## config.mk

```make
export PLATFORM = sky130hd
export DESIGN_NAME = stream_store_top
export DESIGN_NICKNAME = d
export VERILOG_FILES = /design/src/stream_ctrl_pkg.sv /design/src/stream_flit_pkg.sv /design/src/stream_store_top.sv /design/src/stream_store_unit.sv /design/src/stream_strbgen.sv /design/src/stream_addressgen.sv /design/src/stream_fifo.sv
export VERILOG_INCLUDE_DIRS = /design/src
export SDC_FILE = /design/constraint.sdc
export NUM_CORES = 1
export LEC_CHECK = 0
export BUFFER_PORTS_ARGS = -buffer_cell sky130_fd_sc_hd__buf_2
export CAP_MARGIN = 10
export CELL_PAD_IN_SITES_DETAIL_PLACEMENT = 0
export CELL_PAD_IN_SITES_GLOBAL_PLACEMENT = 1
export CORE_ASPECT_RATIO = 1.5
export CORE_MARGIN = 1.5
export CORE_UTILIZATION = 45
export CTS_BUF_LIST = sky130_fd_sc_hd__clkbuf_4
export CTS_CLUSTER_DIAMETER = 80
export DETAILED_ROUTE_END_ITERATION = 16
export GPL_ROUTABILITY_DRIVEN = 0
export PLACE_DENSITY_LB_ADDON = 0.12
export SETUP_SLACK_MARGIN = 0.1
export SLEW_MARGIN = 25
export SYNTH_ARGS = -nofsm -noshare
export SYNTH_HDL_FRONTEND = slang
export SYNTH_SLANG_ARGS = --single-unit
```

## constraint.sdc

```tcl
create_clock -name clk_i -period 10.8 [get_ports clk_i]
set_input_delay 1.62 -clock clk_i [delete_from_list [all_inputs] [get_ports clk_i]]
set_output_delay 1.62 -clock clk_i [all_outputs]
set_load 0.005 [all_outputs]
```

## src/stream_settings.svh

```systemverilog
/* widths and queue depth shared by both packages and the FIFO.
   data width must be a multiple of 8; FIFO depth 2 or more. */
`ifndef STREAM_SETTINGS_SVH
`define STREAM_SETTINGS_SVH

// data word of the stream, in bits.
`define STREAM_DATA_WIDTH 32

// byte address on the memory port.
`define STREAM_ADDR_WIDTH 32

// entries per queue, address and data alike.
`define STREAM_FIFO_DEPTH 4

`endif
```

## src/stream_ctrl_pkg.sv

```systemverilog
/* control side types. cfg fields are held stable for a whole transfer;
   line_length and n_lines count from 1. */
package stream_ctrl_pkg;

`include "stream_settings.svh"

  localparam int unsigned ADDR_WIDTH = `STREAM_ADDR_WIDTH;

  // transfer description.
  typedef struct packed {
    logic [ADDR_WIDTH-1:0] base_addr;
    logic [15:0]           line_length;            // words per line.
    logic [15:0]           line_stride;            // bytes between line starts.
    logic [15:0]           n_lines;
    logic [7:0]            line_length_remainder;  // valid bytes of last word, 0 = all.
  } stream_cfg_t;

  // address queue entry, one per word.
  typedef struct packed {
    logic [ADDR_WIDTH-1:0] addr;
    logic                  last;  // final word of the transfer.
  } addr_entry_t;

endpackage

```

## src/stream_flit_pkg.sv

```systemverilog
/* stream and memory side types. strobe carries one bit per data byte,
   bit 0 is the lowest byte of the word. */
package stream_flit_pkg;

`include "stream_settings.svh"

  localparam int unsigned DATA_WIDTH = `STREAM_DATA_WIDTH;
  localparam int unsigned STRB_WIDTH = DATA_WIDTH / 8; // one per byte.

  // one word of the input stream.
  typedef struct packed {
    logic [DATA_WIDTH-1:0] data;
    logic [STRB_WIDTH-1:0] strb;
  } stream_flit_t;

  // one write on the req/gnt memory port.
  typedef struct packed {
    logic [`STREAM_ADDR_WIDTH-1:0] addr;  // byte address, word aligned.
    logic [DATA_WIDTH-1:0]         wdata;
    logic [STRB_WIDTH-1:0]         be;    // byte enables.
  } mem_req_t;

endpackage

```

## src/stream_store_top.sv

```systemverilog
`timescale 1ns/1ps
/* cfg_i must stay stable from start until done. latency varies with
   gnt and input gaps; done marks the end of each transfer. */
module stream_store_top
  import stream_ctrl_pkg::*, stream_flit_pkg::*;
(
  input  logic         clk_i,
  input  logic         rst_ni,
  input  logic         start_i,
  input  stream_cfg_t  cfg_i,
  input  logic         in_valid_i,
  output logic         in_ready_o,
  input  stream_flit_t in_flit_i,
  output logic         mem_req_o,
  input  logic         mem_gnt_i,
  output mem_req_t     mem_o,
  output logic         done_o
);

  addr_entry_t  addr_entry;  // generator to address queue.
  addr_entry_t  addr_head;
  logic         addr_push;
  logic         addr_full;
  logic         addr_empty;
  stream_flit_t strb_flit;   // strobe generator to data queue.
  stream_flit_t data_head;
  logic         strb_valid;
  logic         data_ready;
  logic         data_push;
  logic         data_full;
  logic         data_empty;
  logic         pop;         // both queues at once.

  assign data_ready = ~data_full;              // stream ready is "not full".
  assign data_push  = strb_valid & data_ready; // push only on a real transfer.

  stream_addressgen i_addressgen (
    .clk_i   (clk_i),
    .rst_ni  (rst_ni),
    .start_i (start_i),
    .cfg_i   (cfg_i),
    .full_i  (addr_full),
    .push_o  (addr_push),
    .entry_o (addr_entry),
    .busy_o  ()           // status only.
  );

  stream_strbgen i_strbgen (
    .clk_i       (clk_i),
    .rst_ni      (rst_ni),
    .start_i     (start_i),
    .cfg_i       (cfg_i),
    .in_valid_i  (in_valid_i),
    .in_ready_o  (in_ready_o),
    .in_flit_i   (in_flit_i),
    .out_valid_o (strb_valid),
    .out_ready_i (data_ready),
    .out_flit_o  (strb_flit)
  );

  stream_fifo #(.payload_t(addr_entry_t)) i_addr_fifo (
    .clk_i   (clk_i),
    .rst_ni  (rst_ni),
    .push_i  (addr_push),
    .data_i  (addr_entry),
    .full_o  (addr_full),
    .pop_i   (pop),
    .data_o  (addr_head),
    .empty_o (addr_empty)
  );

  stream_fifo #(.payload_t(stream_flit_t)) i_data_fifo (
    .clk_i   (clk_i),
    .rst_ni  (rst_ni),
    .push_i  (data_push),
    .data_i  (strb_flit),
    .full_o  (data_full),
    .pop_i   (pop),
    .data_o  (data_head),
    .empty_o (data_empty)
  );

  stream_store_unit i_store_unit (
    .clk_i        (clk_i),
    .rst_ni       (rst_ni),
    .addr_empty_i (addr_empty),
    .addr_i       (addr_head),
    .data_empty_i (data_empty),
    .data_i       (data_head),
    .pop_o        (pop),
    .mem_req_o    (mem_req_o),
    .mem_gnt_i    (mem_gnt_i),
    .mem_o        (mem_o),
    .done_o       (done_o)
  );

endmodule

```

## src/stream_store_unit.sv

```systemverilog
`timescale 1ns/1ps
/* one write in flight. req and payload hold until gnt; both queues pop
   on the granted cycle, so the next req comes two cycles later at best. */
module stream_store_unit
  import stream_ctrl_pkg::*, stream_flit_pkg::*;
(
  input  logic         clk_i,
  input  logic         rst_ni,
  input  logic         addr_empty_i,
  input  addr_entry_t  addr_i,
  input  logic         data_empty_i,
  input  stream_flit_t data_i,
  output logic         pop_o,
  output logic         mem_req_o,
  input  logic         mem_gnt_i,
  output mem_req_t     mem_o,
  output logic         done_o
);

  logic     req_q;   // request pending.
  logic     last_q;  // pending word closes the transfer.
  mem_req_t mem_q;   // held request payload.
  logic     load;
  logic     grant;

  // take the two heads only when both are there and nothing is pending.
  assign load  = ~req_q & ~addr_empty_i & ~data_empty_i;
  assign grant = req_q & mem_gnt_i;

  always_ff @(posedge clk_i or negedge rst_ni) begin
    if (!rst_ni) begin
      req_q  <= 1'b0;
      last_q <= 1'b0;
    end else if (load) begin
      req_q  <= 1'b1;
      last_q <= addr_i.last;
    end else if (grant) begin
      req_q  <= 1'b0;
    end
  end

  always_ff @(posedge clk_i) begin
    if (load) begin
      mem_q.addr  <= addr_i.addr;
      mem_q.wdata <= data_i.data;
      mem_q.be    <= data_i.strb; // already masked upstream.
    end
  end

  assign pop_o     = grant; // heads leave together with the grant.
  assign mem_req_o = req_q;
  assign mem_o     = mem_q;
  assign done_o    = grant & last_q; // one cycle, on the final grant.

endmodule

```

## src/stream_strbgen.sv

```systemverilog
`timescale 1ns/1ps
/* zero latency on the data path; only the strobe is rewritten.
   a remainder of STRB_WIDTH or more leaves the strobe unmasked. */
module stream_strbgen
  import stream_ctrl_pkg::*, stream_flit_pkg::*;
(
  input  logic         clk_i,
  input  logic         rst_ni,
  input  logic         start_i,
  input  stream_cfg_t  cfg_i,
  input  logic         in_valid_i,
  output logic         in_ready_o,
  input  stream_flit_t in_flit_i,
  output logic         out_valid_o,
  input  logic         out_ready_i,
  output stream_flit_t out_flit_o
);

  logic [15:0]           word_cnt_q;  // accepted words in the current line.
  logic [STRB_WIDTH-1:0] rem_mask;    // low bytes kept on the last word.
  logic                  line_last;
  logic                  xfer;

  assign xfer      = in_valid_i & out_ready_i;
  assign line_last = (word_cnt_q == cfg_i.line_length - 16'd1);

  // counts modulo line_length, only on a real transfer.
  always_ff @(posedge clk_i or negedge rst_ni) begin
    if (!rst_ni) begin
      word_cnt_q <= '0;
    end else if (start_i) begin
      word_cnt_q <= '0; // new transfer starts at word 0.
    end else if (xfer) begin
      if (word_cnt_q < cfg_i.line_length - 16'd1) begin
        word_cnt_q <= word_cnt_q + 16'd1;
      end else begin
        word_cnt_q <= '0;
      end
    end
  end

  // thermometer decode of the remainder.
  always_comb begin
    rem_mask = '0;
    for (int i = 0; i < STRB_WIDTH; i++) begin
      if (i < int'(cfg_i.line_length_remainder)) begin
        rem_mask[i] = 1'b1;
      end
    end
  end

  assign out_valid_o     = in_valid_i;  // handshake passes straight through.
  assign in_ready_o      = out_ready_i;
  assign out_flit_o.data = in_flit_i.data;
  assign out_flit_o.strb = (line_last && (cfg_i.line_length_remainder != '0)) ?
                           (in_flit_i.strb & rem_mask) : in_flit_i.strb;

endmodule

```

## src/stream_addressgen.sv

```systemverilog
`timescale 1ns/1ps
/* cfg_i is sampled on start only; a start while busy is dropped.
   line_length and n_lines must be nonzero, else the start is dropped too. */
module stream_addressgen
  import stream_ctrl_pkg::*;
(
  input  logic        clk_i,
  input  logic        rst_ni,
  input  logic        start_i,
  input  stream_cfg_t cfg_i,
  input  logic        full_i,
  output logic        push_o,
  output addr_entry_t entry_o,
  output logic        busy_o
);

  stream_cfg_t           cfg_q;        // latched transfer description.
  logic                  busy_q;
  logic [15:0]           word_cnt_q;   // word index within the line.
  logic [15:0]           line_cnt_q;   // line index within the transfer.
  logic [ADDR_WIDTH-1:0] line_base_q;  // address of word 0 of this line.
  logic                  cfg_ok;
  logic                  launch;
  logic                  word_end;
  logic                  xfer_end;

  // empty transfers never start.
  assign cfg_ok = (cfg_i.line_length != '0) && (cfg_i.n_lines != '0);
  assign launch = start_i && !busy_q && cfg_ok;

  assign word_end = (word_cnt_q == cfg_q.line_length - 16'd1); // last word of a line.
  assign xfer_end = word_end && (line_cnt_q == cfg_q.n_lines - 16'd1);

  // one entry per cycle while the queue has room.
  assign push_o       = busy_q & ~full_i;
  assign entry_o.addr = line_base_q + (ADDR_WIDTH'(word_cnt_q) << 2); // 4 bytes per word.
  assign entry_o.last = xfer_end;
  assign busy_o       = busy_q;

  always_ff @(posedge clk_i) begin
    if (launch) begin
      cfg_q <= cfg_i;
    end
  end

  always_ff @(posedge clk_i or negedge rst_ni) begin
    if (!rst_ni) begin
      busy_q      <= 1'b0;
      word_cnt_q  <= '0;
      line_cnt_q  <= '0;
      line_base_q <= '0;
    end else if (launch) begin
      busy_q      <= 1'b1;
      word_cnt_q  <= '0;
      line_cnt_q  <= '0;
      line_base_q <= cfg_i.base_addr; // first line starts at base.
    end else if (push_o) begin
      if (xfer_end) begin
        busy_q <= 1'b0; // idle from the next cycle.
      end
      if (word_end) begin
        // next line, base moves by the stride.
        word_cnt_q  <= '0;
        line_cnt_q  <= line_cnt_q + 16'd1;
        line_base_q <= line_base_q + ADDR_WIDTH'(cfg_q.line_stride);
      end else begin
        word_cnt_q <= word_cnt_q + 16'd1;
      end
    end
  end

endmodule

```

## src/stream_fifo.sv

```systemverilog
`timescale 1ns/1ps
/* registered circular buffer. push while full is taken only with a pop;
   data_o is the head and holds no meaning while empty_o is high. */
`include "stream_settings.svh"

module stream_fifo #(
  parameter type         payload_t = logic,
  parameter int unsigned DEPTH     = `STREAM_FIFO_DEPTH
) (
  input  logic     clk_i,
  input  logic     rst_ni,
  input  logic     push_i,
  input  payload_t data_i,
  output logic     full_o,
  input  logic     pop_i,
  output payload_t data_o,
  output logic     empty_o
);

  localparam int unsigned PTR_W = (DEPTH > 1) ? $clog2(DEPTH) : 1;
  localparam int unsigned CNT_W = $clog2(DEPTH + 1);

  payload_t         mem_q [DEPTH];  // storage.
  logic [PTR_W-1:0] wr_ptr_q;
  logic [PTR_W-1:0] rd_ptr_q;
  logic [CNT_W-1:0] count_q;        // occupancy.
  logic             do_push;
  logic             do_pop;

  assign full_o  = (count_q == CNT_W'(DEPTH));
  assign empty_o = (count_q == '0);

  assign do_pop  = pop_i & ~empty_o;
  assign do_push = push_i & (~full_o | do_pop); // full slot frees on the same edge.

  assign data_o = mem_q[rd_ptr_q];

  always_ff @(posedge clk_i) begin
    if (do_push) begin
      mem_q[wr_ptr_q] <= data_i;
    end
  end

  always_ff @(posedge clk_i or negedge rst_ni) begin
    if (!rst_ni) begin
      wr_ptr_q <= '0;
      rd_ptr_q <= '0;
      count_q  <= '0;
    end else begin
      if (do_push) begin
        // wrap explicitly, depth need not be a power of two.
        wr_ptr_q <= (wr_ptr_q == PTR_W'(DEPTH - 1)) ? '0 : wr_ptr_q + 1'b1;
      end
      if (do_pop) begin
        rd_ptr_q <= (rd_ptr_q == PTR_W'(DEPTH - 1)) ? '0 : rd_ptr_q + 1'b1;
      end
      count_q <= count_q + CNT_W'(do_push) - CNT_W'(do_pop); // both, no change.
    end
  end

endmodule

```

---- Word level (Yosys, flattened, before mapping) ----
Memory sizes are Yosys's and may differ from the RTL's. A register that Yosys moved wholly into a read port is not among the register bits.
Cells that the tools add are included.
cells by class
  add/sub/neg operators ................... 16
  reduce and logical (&&, ||, !) cells .... 18
  $lt $le $gt $ge ......................... 5
  mux-type cells .......................... 30
  eq/ne operators ......................... 9
  bitwise logic cells ..................... 18
operators by type and width
  cell                   count
  $mux 16                9
  $mux 32                3
  $add 16x1->16 const B  3
  $eq 16x16->1           3
  $sub 16x1->16 const B  3
  $add 32x16->32         1
  $add 32x18->32         1
  $reduce_bool 16->1     2
  $lt 1x8->1 const A     2
  $lt 16x16->1           1
  $lt 2x8->1 const A     2
  $mux 1                 13
  $and 1x1->1            10
  $reduce_bool 2->1      5
  $add 2x1->2 const B    4
  $eq 2x2->1 const B     4
  $mux 2                 4
  $reduce_bool 8->1      1
  $add 3x1->3            2
  $eq 3x3->1 const B     2
  $logic_not 3->1        2
  $sub 3x1->3            2
  $logic_and 1x1->1      5
  $not 1->1              5
  5 further kinds        7
word-level totals
  output and inout port bits .............. 71
  memories ................................ 2
  flip-flop bits (word level) ............. 177
  memory bits (writable) .................. 276
  input port bits ......................... 129
memories
  name               words  bits a word  read ports  clocked after memory_dff  wr ports  RTL line           RTL
  i_data_fifo.mem_q  4      36           1           1                         1         stream_fifo.sv:23  payload_t mem_q [DEPTH];
  i_addr_fifo.mem_q  4      33           1           0                         1         stream_fifo.sv:23

---- Depth between registers and ports, before layout ----
Gate-level depths: netlist of the first run.
  depth in word-level cells ............... 7
  depth in mapped cells ................... 15
  mapped depth without buffers ............ 14

---- Hierarchy ----
From an unflattened synthesis of the first run, not the netlist that was laid out.
second synthesis, totals
  cells, all modules ...................... 1592
  area, all modules ....................... 22716.8 um2
modules (own cells, without submodules)
  module                      area an instance (um2)  cells an instance  instances
  stream_addressgen           7870.0                  860                1
  stream_fifo at i_data_fifo  5639.2                  224                1
  stream_fifo at i_addr_fifo  5237.5                  210                1
  stream_store_unit           2150.8                  76                 1
  stream_strbgen              1809.2                  220                1
  stream_store_top            10.0                    2                  1

---- Least setup slack after synthesis of the first run ----
No wires, ideal clock.
  path type ............................... register -> register
  start ................................... register i_addr_fifo.count_q[1]
  end ..................................... register i_store_unit.last_q
  stages on the path, launching flop included .. 4
  period minus slack after synthesis ...... 6.079 ns
  setup slack ............................. 4.721 ns
  arrival ................................. 5.991 ns
  path through ............................ dfrtp_1 -> nor3_1 -> nor3_1 -> mux2_2
on the way
  longest elaborated chain between the ends .. 4
RTL lines
  element                    RTL line                 RTL
  from (decl)                stream_fifo.sv:26        logic [CNT_W-1:0] count_q;
  from (signal assigned)     stream_fifo.sv:57        count_q <= count_q + CNT_W'(do_push) - CNT_W'(do_pop);
  $logic_not 3->1            stream_fifo.sv:31        assign empty_o = (count_q == '0);
  $not 1->1                  stream_store_unit.sv:27  assign load = ~req_q & ~addr_empty_i & ~data_empty_i;
  $and 1x1->1 (2 in series)  stream_store_unit.sv:27
  via i_store_unit.load      stream_store_unit.sv:23  logic load;
  to (signal assigned)       stream_store_unit.sv:36  last_q <= addr_i.last;
  to (decl)                  stream_store_unit.sv:21  logic last_q;
The timed path passes the listed nets, and every way through them passes these cells.
A chain may end at the register's enable or synchronous reset.

---- Final worst setup path of the first run ----
  start ................................... input port cfg_i[45] (netlist bit)
  end ..................................... register i_addressgen.word_cnt_q[15]
on the way
  longest elaborated chain between the ends .. 4
  elaborated cells between the ends (all ways) .. 5
  those cells by class .................... mux (1); reduce/logical (4)
RTL lines
  element                                       RTL line                 RTL
  from (decl)                                   stream_store_top.sv:10   input stream_cfg_t cfg_i,
  $reduce_bool 16->1 (*)                        stream_addressgen.sv:28  assign cfg_ok = (cfg_i.line_length != '0) && (cfg_i.n_lines != '0);
  $logic_and 1x1->1 (*)                         stream_addressgen.sv:28
  $logic_and 1x1->1 (*)                         stream_addressgen.sv:29  assign launch = start_i && !busy_q && cfg_ok;
  $mux 16 or $reduce_bool 2->1 (tied branches)  -
  to (signal assigned)                          stream_addressgen.sv:67  word_cnt_q <= word_cnt_q + 16'd1;
  to (decl)                                     stream_addressgen.sv:19  logic [15:0] word_cnt_q;
Mark *: on every way between the ends. The rest lies on a longest branch, timed or not.

==> results.sh, run 1 <==
export IMPL_status="complete, no violations"
export IMPL_start_util=0.454
export IMPL_r2r_worst_path_cells=10
export IMPL_busiest_layer="met2"
export IMPL_cp_data_required_time_ns=11.58
export IMPL_place_inst=2331
export IMPL_ctsResizeCount=0
export IMPL_yosysWarnings=0
export IMPL_pin_count=200
export IMPL_worst_pin_slew_ns=1.03
export IMPL_yosys_top_cells_area="edfxtp_1 53%, dfrtp_1 11%, mux4_2 7.0%"
export IMPL_synth_async_sr_flop_share=0.198
export IMPL_utilization=0.525
export IMPL_final_cell_mix="392 x edfxtp_1, 198 x buf_2, 178 x clkbuf_4"
export IMPL_rsz0062_at_grt="no"
export IMPL_hp_class="flip-flop to flip-flop"
export IMPL_finalMaxSlewViolations=0
export IMPL_grt_start_max_net_pins=71
export IMPL_dr_pass1_iters=4
export IMPL_r2r_end="i_addressgen.line_cnt_q[15]"
export IMPL_dp_hpwl_um=33000
export IMPL_die_width_um=184
export IMPL_crit_arrival_ns=6.05
export IMPL_grt_pass1_vias=14222
export IMPL_grtUsageTotal=0.200
export IMPL_cts_inserted_buffers=118
export IMPL_wirelength_um=48900
export IMPL_drt_iter0_drc=626
export IMPL_cp_cell_sequence="buf_2, or4_1, nor3_1, nand2_1, o311ai_4, buf_4, clkinv_2, buf_4, o21ai_0, nor4_1, xnor2_1, nor3_1"
export IMPL_synthesis_area_um2=22100
export IMPL_seq_area_frac_synth=0.644
export IMPL_relSlewSlack=0.316
export IMPL_io_buffers=199
export IMPL_syn_area_per_cell_um2=14.6
export IMPL_ir_drop_mv=0.143
export IMPL_synth_edf_count=392
export IMPL_cts_buffer_depth=3
export IMPL_endpoint_kind="flip-flop"
export IMPL_fp_row_count=99
export IMPL_use_met2=0.362
export IMPL_drtAntennaViolNets=0
export IMPL_critPathCapture="i_addressgen.word_cnt_q[15]"
export IMPL_cts_tree="done"
export IMPL_stdcell_count=2540
export IMPL_clk_latency_ns=0.88
export IMPL_grt_use_met3=0.0369
export IMPL_antenna_found_initial=3
export IMPL_setup_violations=0
export IMPL_hold_viol=0
export IMPL_clkTransAtPathRegs_ns=0.07
export IMPL_cts_root_buf="clkbuf_4"
export IMPL_crit_path_start_kind="primary input"
export IMPL_cp_slowest_cell="clkinv_2"
export IMPL_synth_top_cell_area_share=0.534
export IMPL_layout_nets=1996
export IMPL_syn_inst=1509
export IMPL_max_freq_mhz=190
export IMPL_regToRegSetupSlack_ns=6.72
export IMPL_use_met1=0.232
export IMPL_max_stage_delay_ns=0.76
export IMPL_drc=0
export IMPL_crit_family="buffers and inverters"
export IMPL_htreeDepth=3
export IMPL_r2r_start="i_addressgen.cfg_q[40]"
export IMPL_timing_final_ws_setup_ns=5.53
export IMPL_die_h_um=274
export IMPL_holdBufCountCts=0
export IMPL_routedWlPerCell_um=19.2
export IMPL_post_route_period_util=0.488
export IMPL_cts_setup_buffers=0
export IMPL_die_area_um2=50400
export IMPL_vias_per_cell=5.39
export IMPL_ys_types=75
export IMPL_grt_overflow=0
export IMPL_path_buf_inv=4
export IMPL_vias=13685
export IMPL_hold_ws_ns=0.511
export IMPL_syn_nets=1710
export IMPL_final_common_cell="edfxtp_1"
export IMPL_power_leakage_nw=9.43
export IMPL_layout_drive_gt1_share=0.271
export IMPL_crit_fanout=57
export IMPL_synth_main_ff_cell="edfxtp_1"
export IMPL_crit_start="cfg_i[45]"
export IMPL_p_per_area_nw_per_um2=233
export IMPL_fin_skew_ns=0.0588
export IMPL_cap_viol_max_count=0
export IMPL_grt_pass1_wl_um=76600
export IMPL_synthToLayoutAreaGrowth_pct=15.5
export IMPL_coreArea_um2=48600
export IMPL_synth_seq_cells=489
export IMPL_synth_top_area_cell="edfxtp_1"
export IMPL_fin_crit_ns=5.27
export IMPL_path_depth=12
export IMPL_clock_sinks=489
export IMPL_place_ws_ns=4.55
export IMPL_crit_type="primary input to flip-flop"
export IMPL_setup_tns_ns=0
[stage by stage]
stage | power (mW) | instance area (um^2)
4_1_cts | 6.05 | 25500
2_1_floorplan | 3.83 | 22100
3_5_place_dp | 4.38 | 23800
5_1_grt | 6.29 | 25500
3_3_place_gp | 4.33 | 23800
6_report | 5.94 | 25500
[area by class of cell]
| type | count | area (um^2) |
|---|---|---|
| Fill cell | 4286 | 23100 |
| Sequential cell | 489 | 14200 |
| Multi-Input combinational cell | 924 | 7500 |
| Clock buffer | 178 | 1340 |
| Timing Repair Buffer | 213 | 1100 |
| Tap cell | 656 | 821 |
| Clock inverter | 30 | 322 |
| Inverter | 49 | 185 |
| Antenna cell | 1 | 2.50 |
[how the worst min path moves through the flow]
| stage | from | endpoint | slack, ns | depth (start not counted) |
|---|---|---|---|---|
| floorplan | i_addr_fifo.count_q[2] | i_addr_fifo.count_q[2] | 0.47 | 1 |
| global placement | i_store_unit.last_q | i_store_unit.last_q | 0.49 | 1 |
| detailed placement | i_store_unit.last_q | i_store_unit.last_q | 0.50 | 1 |
| CTS | i_store_unit.last_q | i_store_unit.last_q | 0.51 | 1 |
| global route | i_addr_fifo.count_q[2] | i_addr_fifo.count_q[2] | 0.53 | 1 |
| finish | i_store_unit.last_q | i_store_unit.last_q | 0.51 | 1 |
[cells in the mapped netlist (all sizes together), types with 4 or more instances]
master and number:
a211o 4, nand2 79, o311ai 6, edfxtp 392, or4 21, clkbuf 35
o41ai 5, nand3 51, and3 23, inv 49, nor4 17, o21a 7
nor2b 15, ha 68, a211oi 8, o31a 5, a21oi 38, nor3 52
a21o 18, nand2b 11, nand4 23, o21ai 55, or3 13, o31ai 16
mux4 69, fa 4, dfrtp 97, nor2 78, nand3b 4, and2 9
buf 12, mux2 5, nor3b 6, xnor2 75, xor2 39, mux2i 24
or4b 4, a31oi 18, or2 10
[per-layer routing]
metal | vias up | part of all wire
met5 | - | 0.00053
met4 | 4 | 0.022
met3 | 73 | 0.041
met2 | 287 | 0.53
met1 | 6809 | 0.40
li1 | 6512 | -
[registers in the layout (all words and copies together) (netlist names), 3 cells and up]
register,cells
i_addressgen.word_cnt_q,16
i_addr_fifo.mem_q,132
i_addr_fifo.count_q,3
i_store_unit.mem_o,68
i_data_fifo.mem_q,144
i_strbgen.word_cnt_q,16
i_addressgen.line_cnt_q,16
i_addressgen.line_base_q,32
i_data_fifo.count_q,3
i_addressgen.cfg_q,48
[kinds of logic after synthesis]
| group | count (synthesis) | synth area share |
|---|---|---|
| compound gates | 212 | 0.0637 |
| xor+xnor | 114 | 0.0453 |
| fa+ha+maj | 72 | 0.0422 |
| buf+inv | 96 | 0.0175 |
| flops | 489 | 0.644 |
| mux | 98 | 0.0839 |
| simple gates | 428 | 0.104 |
[where the power goes]
part           internal (mW)  total, mW  switching, mW
clock                  0.919       1.64          0.724
sequential              2.71       2.90          0.200
combinational          0.597       1.39          0.790
total                   4.22       5.94           1.71
[worst reg2reg max path, cell delays in order, from the launching register on]
cell and delay, ns:
edfxtp_1 0.50, inv_1 0.10, ha_1 0.32, nor2b_1 0.24, a21boi_0 0.15, or4b_1 0.52, a21boi_0 0.26, o32a_1 0.43
nand3_1 0.63, or4_1 0.71, a21oi_1 0.15
No activity file was read; power rests on OpenSTA's default activity.
==> run 2: changes to the inputs <==
- clock period: 10.8 -> 5.2 ns (I/O delays scaled with it)
==> results.sh, run 2 (synthesis results as in run 1) <==
export IMPL_final_common_cell="edfxtp_1"
export IMPL_final_cell_mix="392 x edfxtp_1, 198 x buf_2, 167 x clkbuf_4"
export IMPL_drt_iter0_drc=697
export IMPL_die_area_um2=50400
export IMPL_antenna_found_initial=2
export IMPL_routedWlPerCell_um=19.2
export IMPL_dp_hpwl_um=32900
export IMPL_post_route_period_util=0.742
export IMPL_grt_pass1_vias=14578
export IMPL_vias_per_cell=5.39
export IMPL_status="complete, no violations"
export IMPL_io_buffers=199
export IMPL_setup_tns_ns=0
export IMPL_grt_overflow=0
export IMPL_synthToLayoutAreaGrowth_pct=16.1
export IMPL_path_buf_inv=1
export IMPL_cp_data_required_time_ns=5.95
export IMPL_start_util=0.454
export IMPL_die_h_um=274
export IMPL_grt_pass1_wl_um=77900
export IMPL_drc=0
export IMPL_hold_end="i_addressgen.line_base_q[6]"
export IMPL_max_stage_delay_ns=0.70
export IMPL_vias=13851
export IMPL_layout_nets=2020
export IMPL_endpoint_kind="flip-flop"
export IMPL_regToRegSetupSlack_ns=1.34
export IMPL_cts_setup_buffers=0
export IMPL_cp_slowest_cell="or4_1"
export IMPL_max_freq_mhz=259
export IMPL_hp_class="primary input to flip-flop"
export IMPL_r2r_start="i_addressgen.cfg_q[40]"
export IMPL_path_depth=10
export IMPL_power_mw=12.0
export IMPL_r2r_end="i_addressgen.line_cnt_q[15]"
export IMPL_pin_count=200
export IMPL_htreeDepth=3
export IMPL_clkTransAtPathRegs_ns=0.07
export IMPL_relSlewSlack=0.337
export IMPL_crit_fanout=21
export IMPL_crit_type="flip-flop to flip-flop"
export IMPL_largest_reg_flops=144
export IMPL_fin_crit_ns=3.86
export IMPL_setup_violations=0
export IMPL_ctsResizeCount=0
export IMPL_dr_pass1_iters=4
export IMPL_cp_cell_sequence="inv_1, ha_1, or4b_4, or3_1, a21bo_1, a211oi_2, and4_4, nand3_1, or4_1, a21oi_1"
export IMPL_fp_row_count=99
export IMPL_grt_start_max_net_pins=71
export IMPL_p_per_area_nw_per_um2=470
export IMPL_hold_viol=0
export IMPL_finalMaxSlewViolations=0
export IMPL_crit_path_start_kind="flip-flop"
export IMPL_cts_inserted_buffers=114
export IMPL_fin_skew_ns=0.0653
export IMPL_worst_pin_slew_ns=0.995
export IMPL_crit_arrival_ns=4.61
export IMPL_clk_latency_ns=0.88
export IMPL_cap_viol_max_count=0
export IMPL_drtAntennaViolNets=0
export IMPL_clock_sinks=489
export IMPL_ir_drop_mv=0.309
export IMPL_hold_start="cfg_i[62]"
export IMPL_wirelength_um=49300
export IMPL_power_leakage_nw=9.46
export IMPL_cts_tree="done"
export IMPL_holdBufCountCts=26
export IMPL_die_width_um=184
export IMPL_rsz0062_at_grt="no"
export IMPL_cts_buffer_depth=3
export IMPL_layout_drive_gt1_share=0.260
export IMPL_hold_depth=3
export IMPL_crit_family="simple AND/OR/NAND/NOR gates"
export IMPL_coreArea_um2=48600
export IMPL_cts_root_buf="clkbuf_4"
export IMPL_r2r_worst_path_cells=10
export IMPL_grtUsageTotal=0.202
export IMPL_max_flop_register="i_data_fifo.mem_q"
[run 2: cell count changes in the layout (fill, tap and decap cells not counted), sizes merged]
cell | previous run | this run
clkbuf | 178 | 167
dlygate4sd3 | 0 | 26
clkinv | 21 | 35
inv | 51 | 53
buf | 213 | 215
bufinv | 7 | 2
[run 2: area by class of cell]
class / instances / area, um^2
timing repair buffer: 241 / 1400
sequential: 489 / 14200
tap: 656 / 821
fill: 4242 / 23000
clock inverter: 41 / 231
antenna: 1 / 2.50
inverter: 49 / 185
multi-input combinational: 924 / 7510
clock buffer: 167 / 1250
[run 2: per-layer routing]
layer  share of wire  track usage  wire length, um  vias to the layer above
li1                -            -                -                     6564
met1            0.41        0.240            20000                     6825
met2            0.51        0.353            25200                      356
met3           0.047       0.0417             2320                      104
met4           0.036       0.0912             1770                        2
met5         0.00020            0               10                        -
[run 2: how the worst max path moves through the flow]
stage / end / from
floorplan: i_strbgen.word_cnt_q[14] / cfg_i[45]
global route: i_addressgen.line_cnt_q[15] / i_addressgen.cfg_q[40]
global placement: i_strbgen.word_cnt_q[12] / cfg_i[45]
finish: i_addressgen.line_cnt_q[15] / i_addressgen.cfg_q[40]
detailed placement: i_strbgen.word_cnt_q[3] / cfg_i[45]
CTS: i_addr_fifo.mem_q[3][0] / i_addressgen.cfg_q[8]
[run 2: through the flow]
stage               hold WS (ns)  cells  setup slack, ns  area, um^2  utilization
detailed placement         0.494   2333             1.03       23800        0.491
global route              0.0318   2568            0.964       25600        0.527
global placement           0.488   2333             1.07       23800        0.491
finish                     0.128   2568             1.34       25600        0.527
floorplan                  0.468   1509             1.26       22100            -
CTS                      0.00645   2567             1.36       25600        0.527
[run 2: where the power goes]
part / internal [mW] / switching, mW
sequential: 5.61 / 0.460
clock: 1.58 / 1.52
combinational: 1.26 / 1.60
total: 8.46 / 3.58
[run 2: worst reg2reg max path, delay by kind of cell, from the launching register on]
| kind | cells | cell delay (ns) |
|---|---|---|
| flops | 1 | 0.46 |
| compound gates | 3 | 0.57 |
| simple gates | 5 | 2.40 |
| fa+ha+maj | 1 | 0.26 |
| buf+inv | 1 | 0.09 |
==> run 3: changes to the inputs <==
- clock period: 5.2 -> 3.7 ns (I/O delays scaled with it)
==> results.sh, run 3 (synthesis results as in run 1) <==
export IMPL_ir_drop_mv=0.283
export IMPL_max_freq_mhz=297
export IMPL_cap_viol_max_count=0
export IMPL_setup_violations=0
export IMPL_fp_row_count=99
export IMPL_setup_tns_ns=0
export IMPL_rsz0062_at_grt="no"
export IMPL_cts_root_buf="clkbuf_4"
export IMPL_seq_area_um2=14200
export IMPL_grt_pass1_wl_um=78400
export IMPL_relSlewSlack=0.364
export IMPL_fin_crit_ns=3.37
export IMPL_clk_latency_ns=0.87
export IMPL_p_per_area_nw_per_um2=633
export IMPL_crit_arrival_ns=4.09
export IMPL_multi_input_area_um2=7550
export IMPL_drc=0
export IMPL_cp_slowest_cell="or4b_1"
export IMPL_grt_start_max_net_pins=56
export IMPL_regToRegSetupSlack_ns=0.33
export IMPL_dp_hpwl_um=33300
export IMPL_power_leakage_nw=10.0
export IMPL_die_h_um=274
export IMPL_layout_nets=2143
export IMPL_dr_pass1_iters=4
export IMPL_cts_inserted_buffers=116
export IMPL_die_area_um2=50400
export IMPL_crit_fanout=4
export IMPL_clock_sinks=489
export IMPL_antenna_found_initial=1
export IMPL_crit_type="flip-flop to flip-flop"
export IMPL_hold_end="i_data_fifo.mem_q[1][3]"
export IMPL_vias_per_cell=5.26
export IMPL_synthToLayoutAreaGrowth_pct=21.5
export IMPL_io_buffers=199
export IMPL_worst_pin_slew_ns=0.954
export IMPL_drt_iter0_drc=667
export IMPL_fin_skew_ns=0.0519
export IMPL_start_util=0.454
export IMPL_grt_overflow=0
export IMPL_hp_class="primary input to flip-flop"
export IMPL_cp_data_required_time_ns=4.43
export IMPL_cp_cell_sequence="inv_1, ha_1, or4b_1, or3_1, or3b_1, a21boi_0, o22ai_1, a2111oi_1, nor3b_1, buf_4"
export IMPL_coreArea_um2=48600
export IMPL_post_route_period_util=0.910
export IMPL_vias=14191
export IMPL_routedWlPerCell_um=18.5
export IMPL_final_cell_mix="392 x edfxtp_1, 198 x buf_2, 163 x clkbuf_4"
export IMPL_r2r_end="i_addr_fifo.mem_q[1][0]"
export IMPL_max_stage_delay_ns=0.51
export IMPL_cts_tree="done"
export IMPL_wirelength_um=49800
export IMPL_largest_reg_flops=144
export IMPL_die_width_um=184
export IMPL_endpoint_kind="flip-flop"
export IMPL_drtAntennaViolNets=0
export IMPL_hold_viol=0
export IMPL_final_common_cell="edfxtp_1"
export IMPL_hold_depth=2
export IMPL_layout_drive_gt1_share=0.263
export IMPL_status="complete, no violations"
export IMPL_finalMaxSlewViolations=0
export IMPL_pin_count=200
export IMPL_nFillCells=4154
export IMPL_r2r_worst_path_cells=10
export IMPL_hold_start="in_flit_i[3]"
export IMPL_htreeDepth=3
export IMPL_crit_path_start_kind="flip-flop"
export IMPL_grt_pass1_vias=14711
export IMPL_max_flop_register="i_data_fifo.mem_q"
export IMPL_grtUsageTotal=0.204
export IMPL_hold_ws_ns=0.125
export IMPL_clkTransAtPathRegs_ns=0.07
export IMPL_crit_family="simple AND/OR/NAND/NOR gates"
export IMPL_r2r_start="i_addressgen.cfg_q[8]"
export IMPL_path_buf_inv=2
export IMPL_cts_buffer_depth=3
run 3: cell count changes in the layout (fill, tap and decap cells not counted), moves of 3 or more:
cell	before	now
buf_4	14	44
clkbuf_4	167	163
clkinv_1	30	37
clkinv_2	5	11
dlygate4sd3_1	26	116
inv_6	4	1
run 3: what timing repair did:
action / CTS / global route
resized for setup: 0 / 5
buffers inserted: 0 / 0
setup endpoints to repair: 0 / 22
hold endpoints to repair: 265 / 0
hold buffers: 116 / 0
run 3: worst reg2reg max path, cell delays in order, from the launching register on:
cell       delay (ns)
edfxtp_1         0.44
inv_1            0.08
ha_1             0.19
or4b_1           0.51
or3_1            0.37
or3b_1           0.38
a21boi_0         0.18
o22ai_1          0.09
a2111oi_1        0.46
nor3b_1          0.34
buf_4            0.20
run 3: per-layer routing:
metal	vias to the layer above	track usage	routed length, um
li1	6818	-	-
met1	6937	0.242	20100
met2	352	0.356	25800
met3	84	0.0385	2240
met4	0	0.100	1630
met5	-	0	0
run 3: worst max-delay path by stage:
stage / to / cells past startpoint / slack (ns) / start
after floorplan: i_strbgen.word_cnt_q[14] / 14 / 0.16 / cfg_i[45]
after global placement: i_strbgen.word_cnt_q[12] / 15 / 0.15 / cfg_i[45]
after detailed placement: i_strbgen.word_cnt_q[8] / 15 / 0.1 / cfg_i[45]
after CTS: i_addressgen.line_base_q[27] / 10 / 0.25 / i_addressgen.cfg_q[41]
after global routing: i_addr_fifo.mem_q[0][0] / 10 / 0.11 / i_addressgen.cfg_q[8]
final: i_addr_fifo.mem_q[1][0] / 10 / 0.33 / i_addressgen.cfg_q[8]
run 3: stage by stage:
stage	worst slack [ns]	cells	util	instance area [um^2]	total power [mW]
after floorplan	0.155	1509	-	22100	11.1
after global placement	0.148	2363	0.496	24100	12.7
after detailed placement	0.0987	2363	0.496	24100	12.8
after CTS	0.248	2696	0.551	26700	17.3
after global routing	0.106	2698	0.552	26800	18.1
final	0.333	2698	0.552	26800	17.0
run 3: power by group:
group          leakage [nW]  internal [mW]  switching (mW)  total [mW]
clock network         0.888           2.13            2.16        4.29
registers              4.73           7.88           0.647        8.53
logic                  4.39           1.88            2.26        4.14
total                  10.0           11.9            5.07        17.0
run 3: layout make-up:
type | count | share of cell area
Antenna cell | 1 | 0.0000934
Clock buffer | 163 | 0.0457
Clock inverter | 54 | 0.00986
Inverter | 49 | 0.00691
Multi-Input combinational cell | 925 | 0.282
Sequential cell | 489 | 0.530
Tap cell | 656 | 0.0306
Timing Repair Buffer | 361 | 0.0949
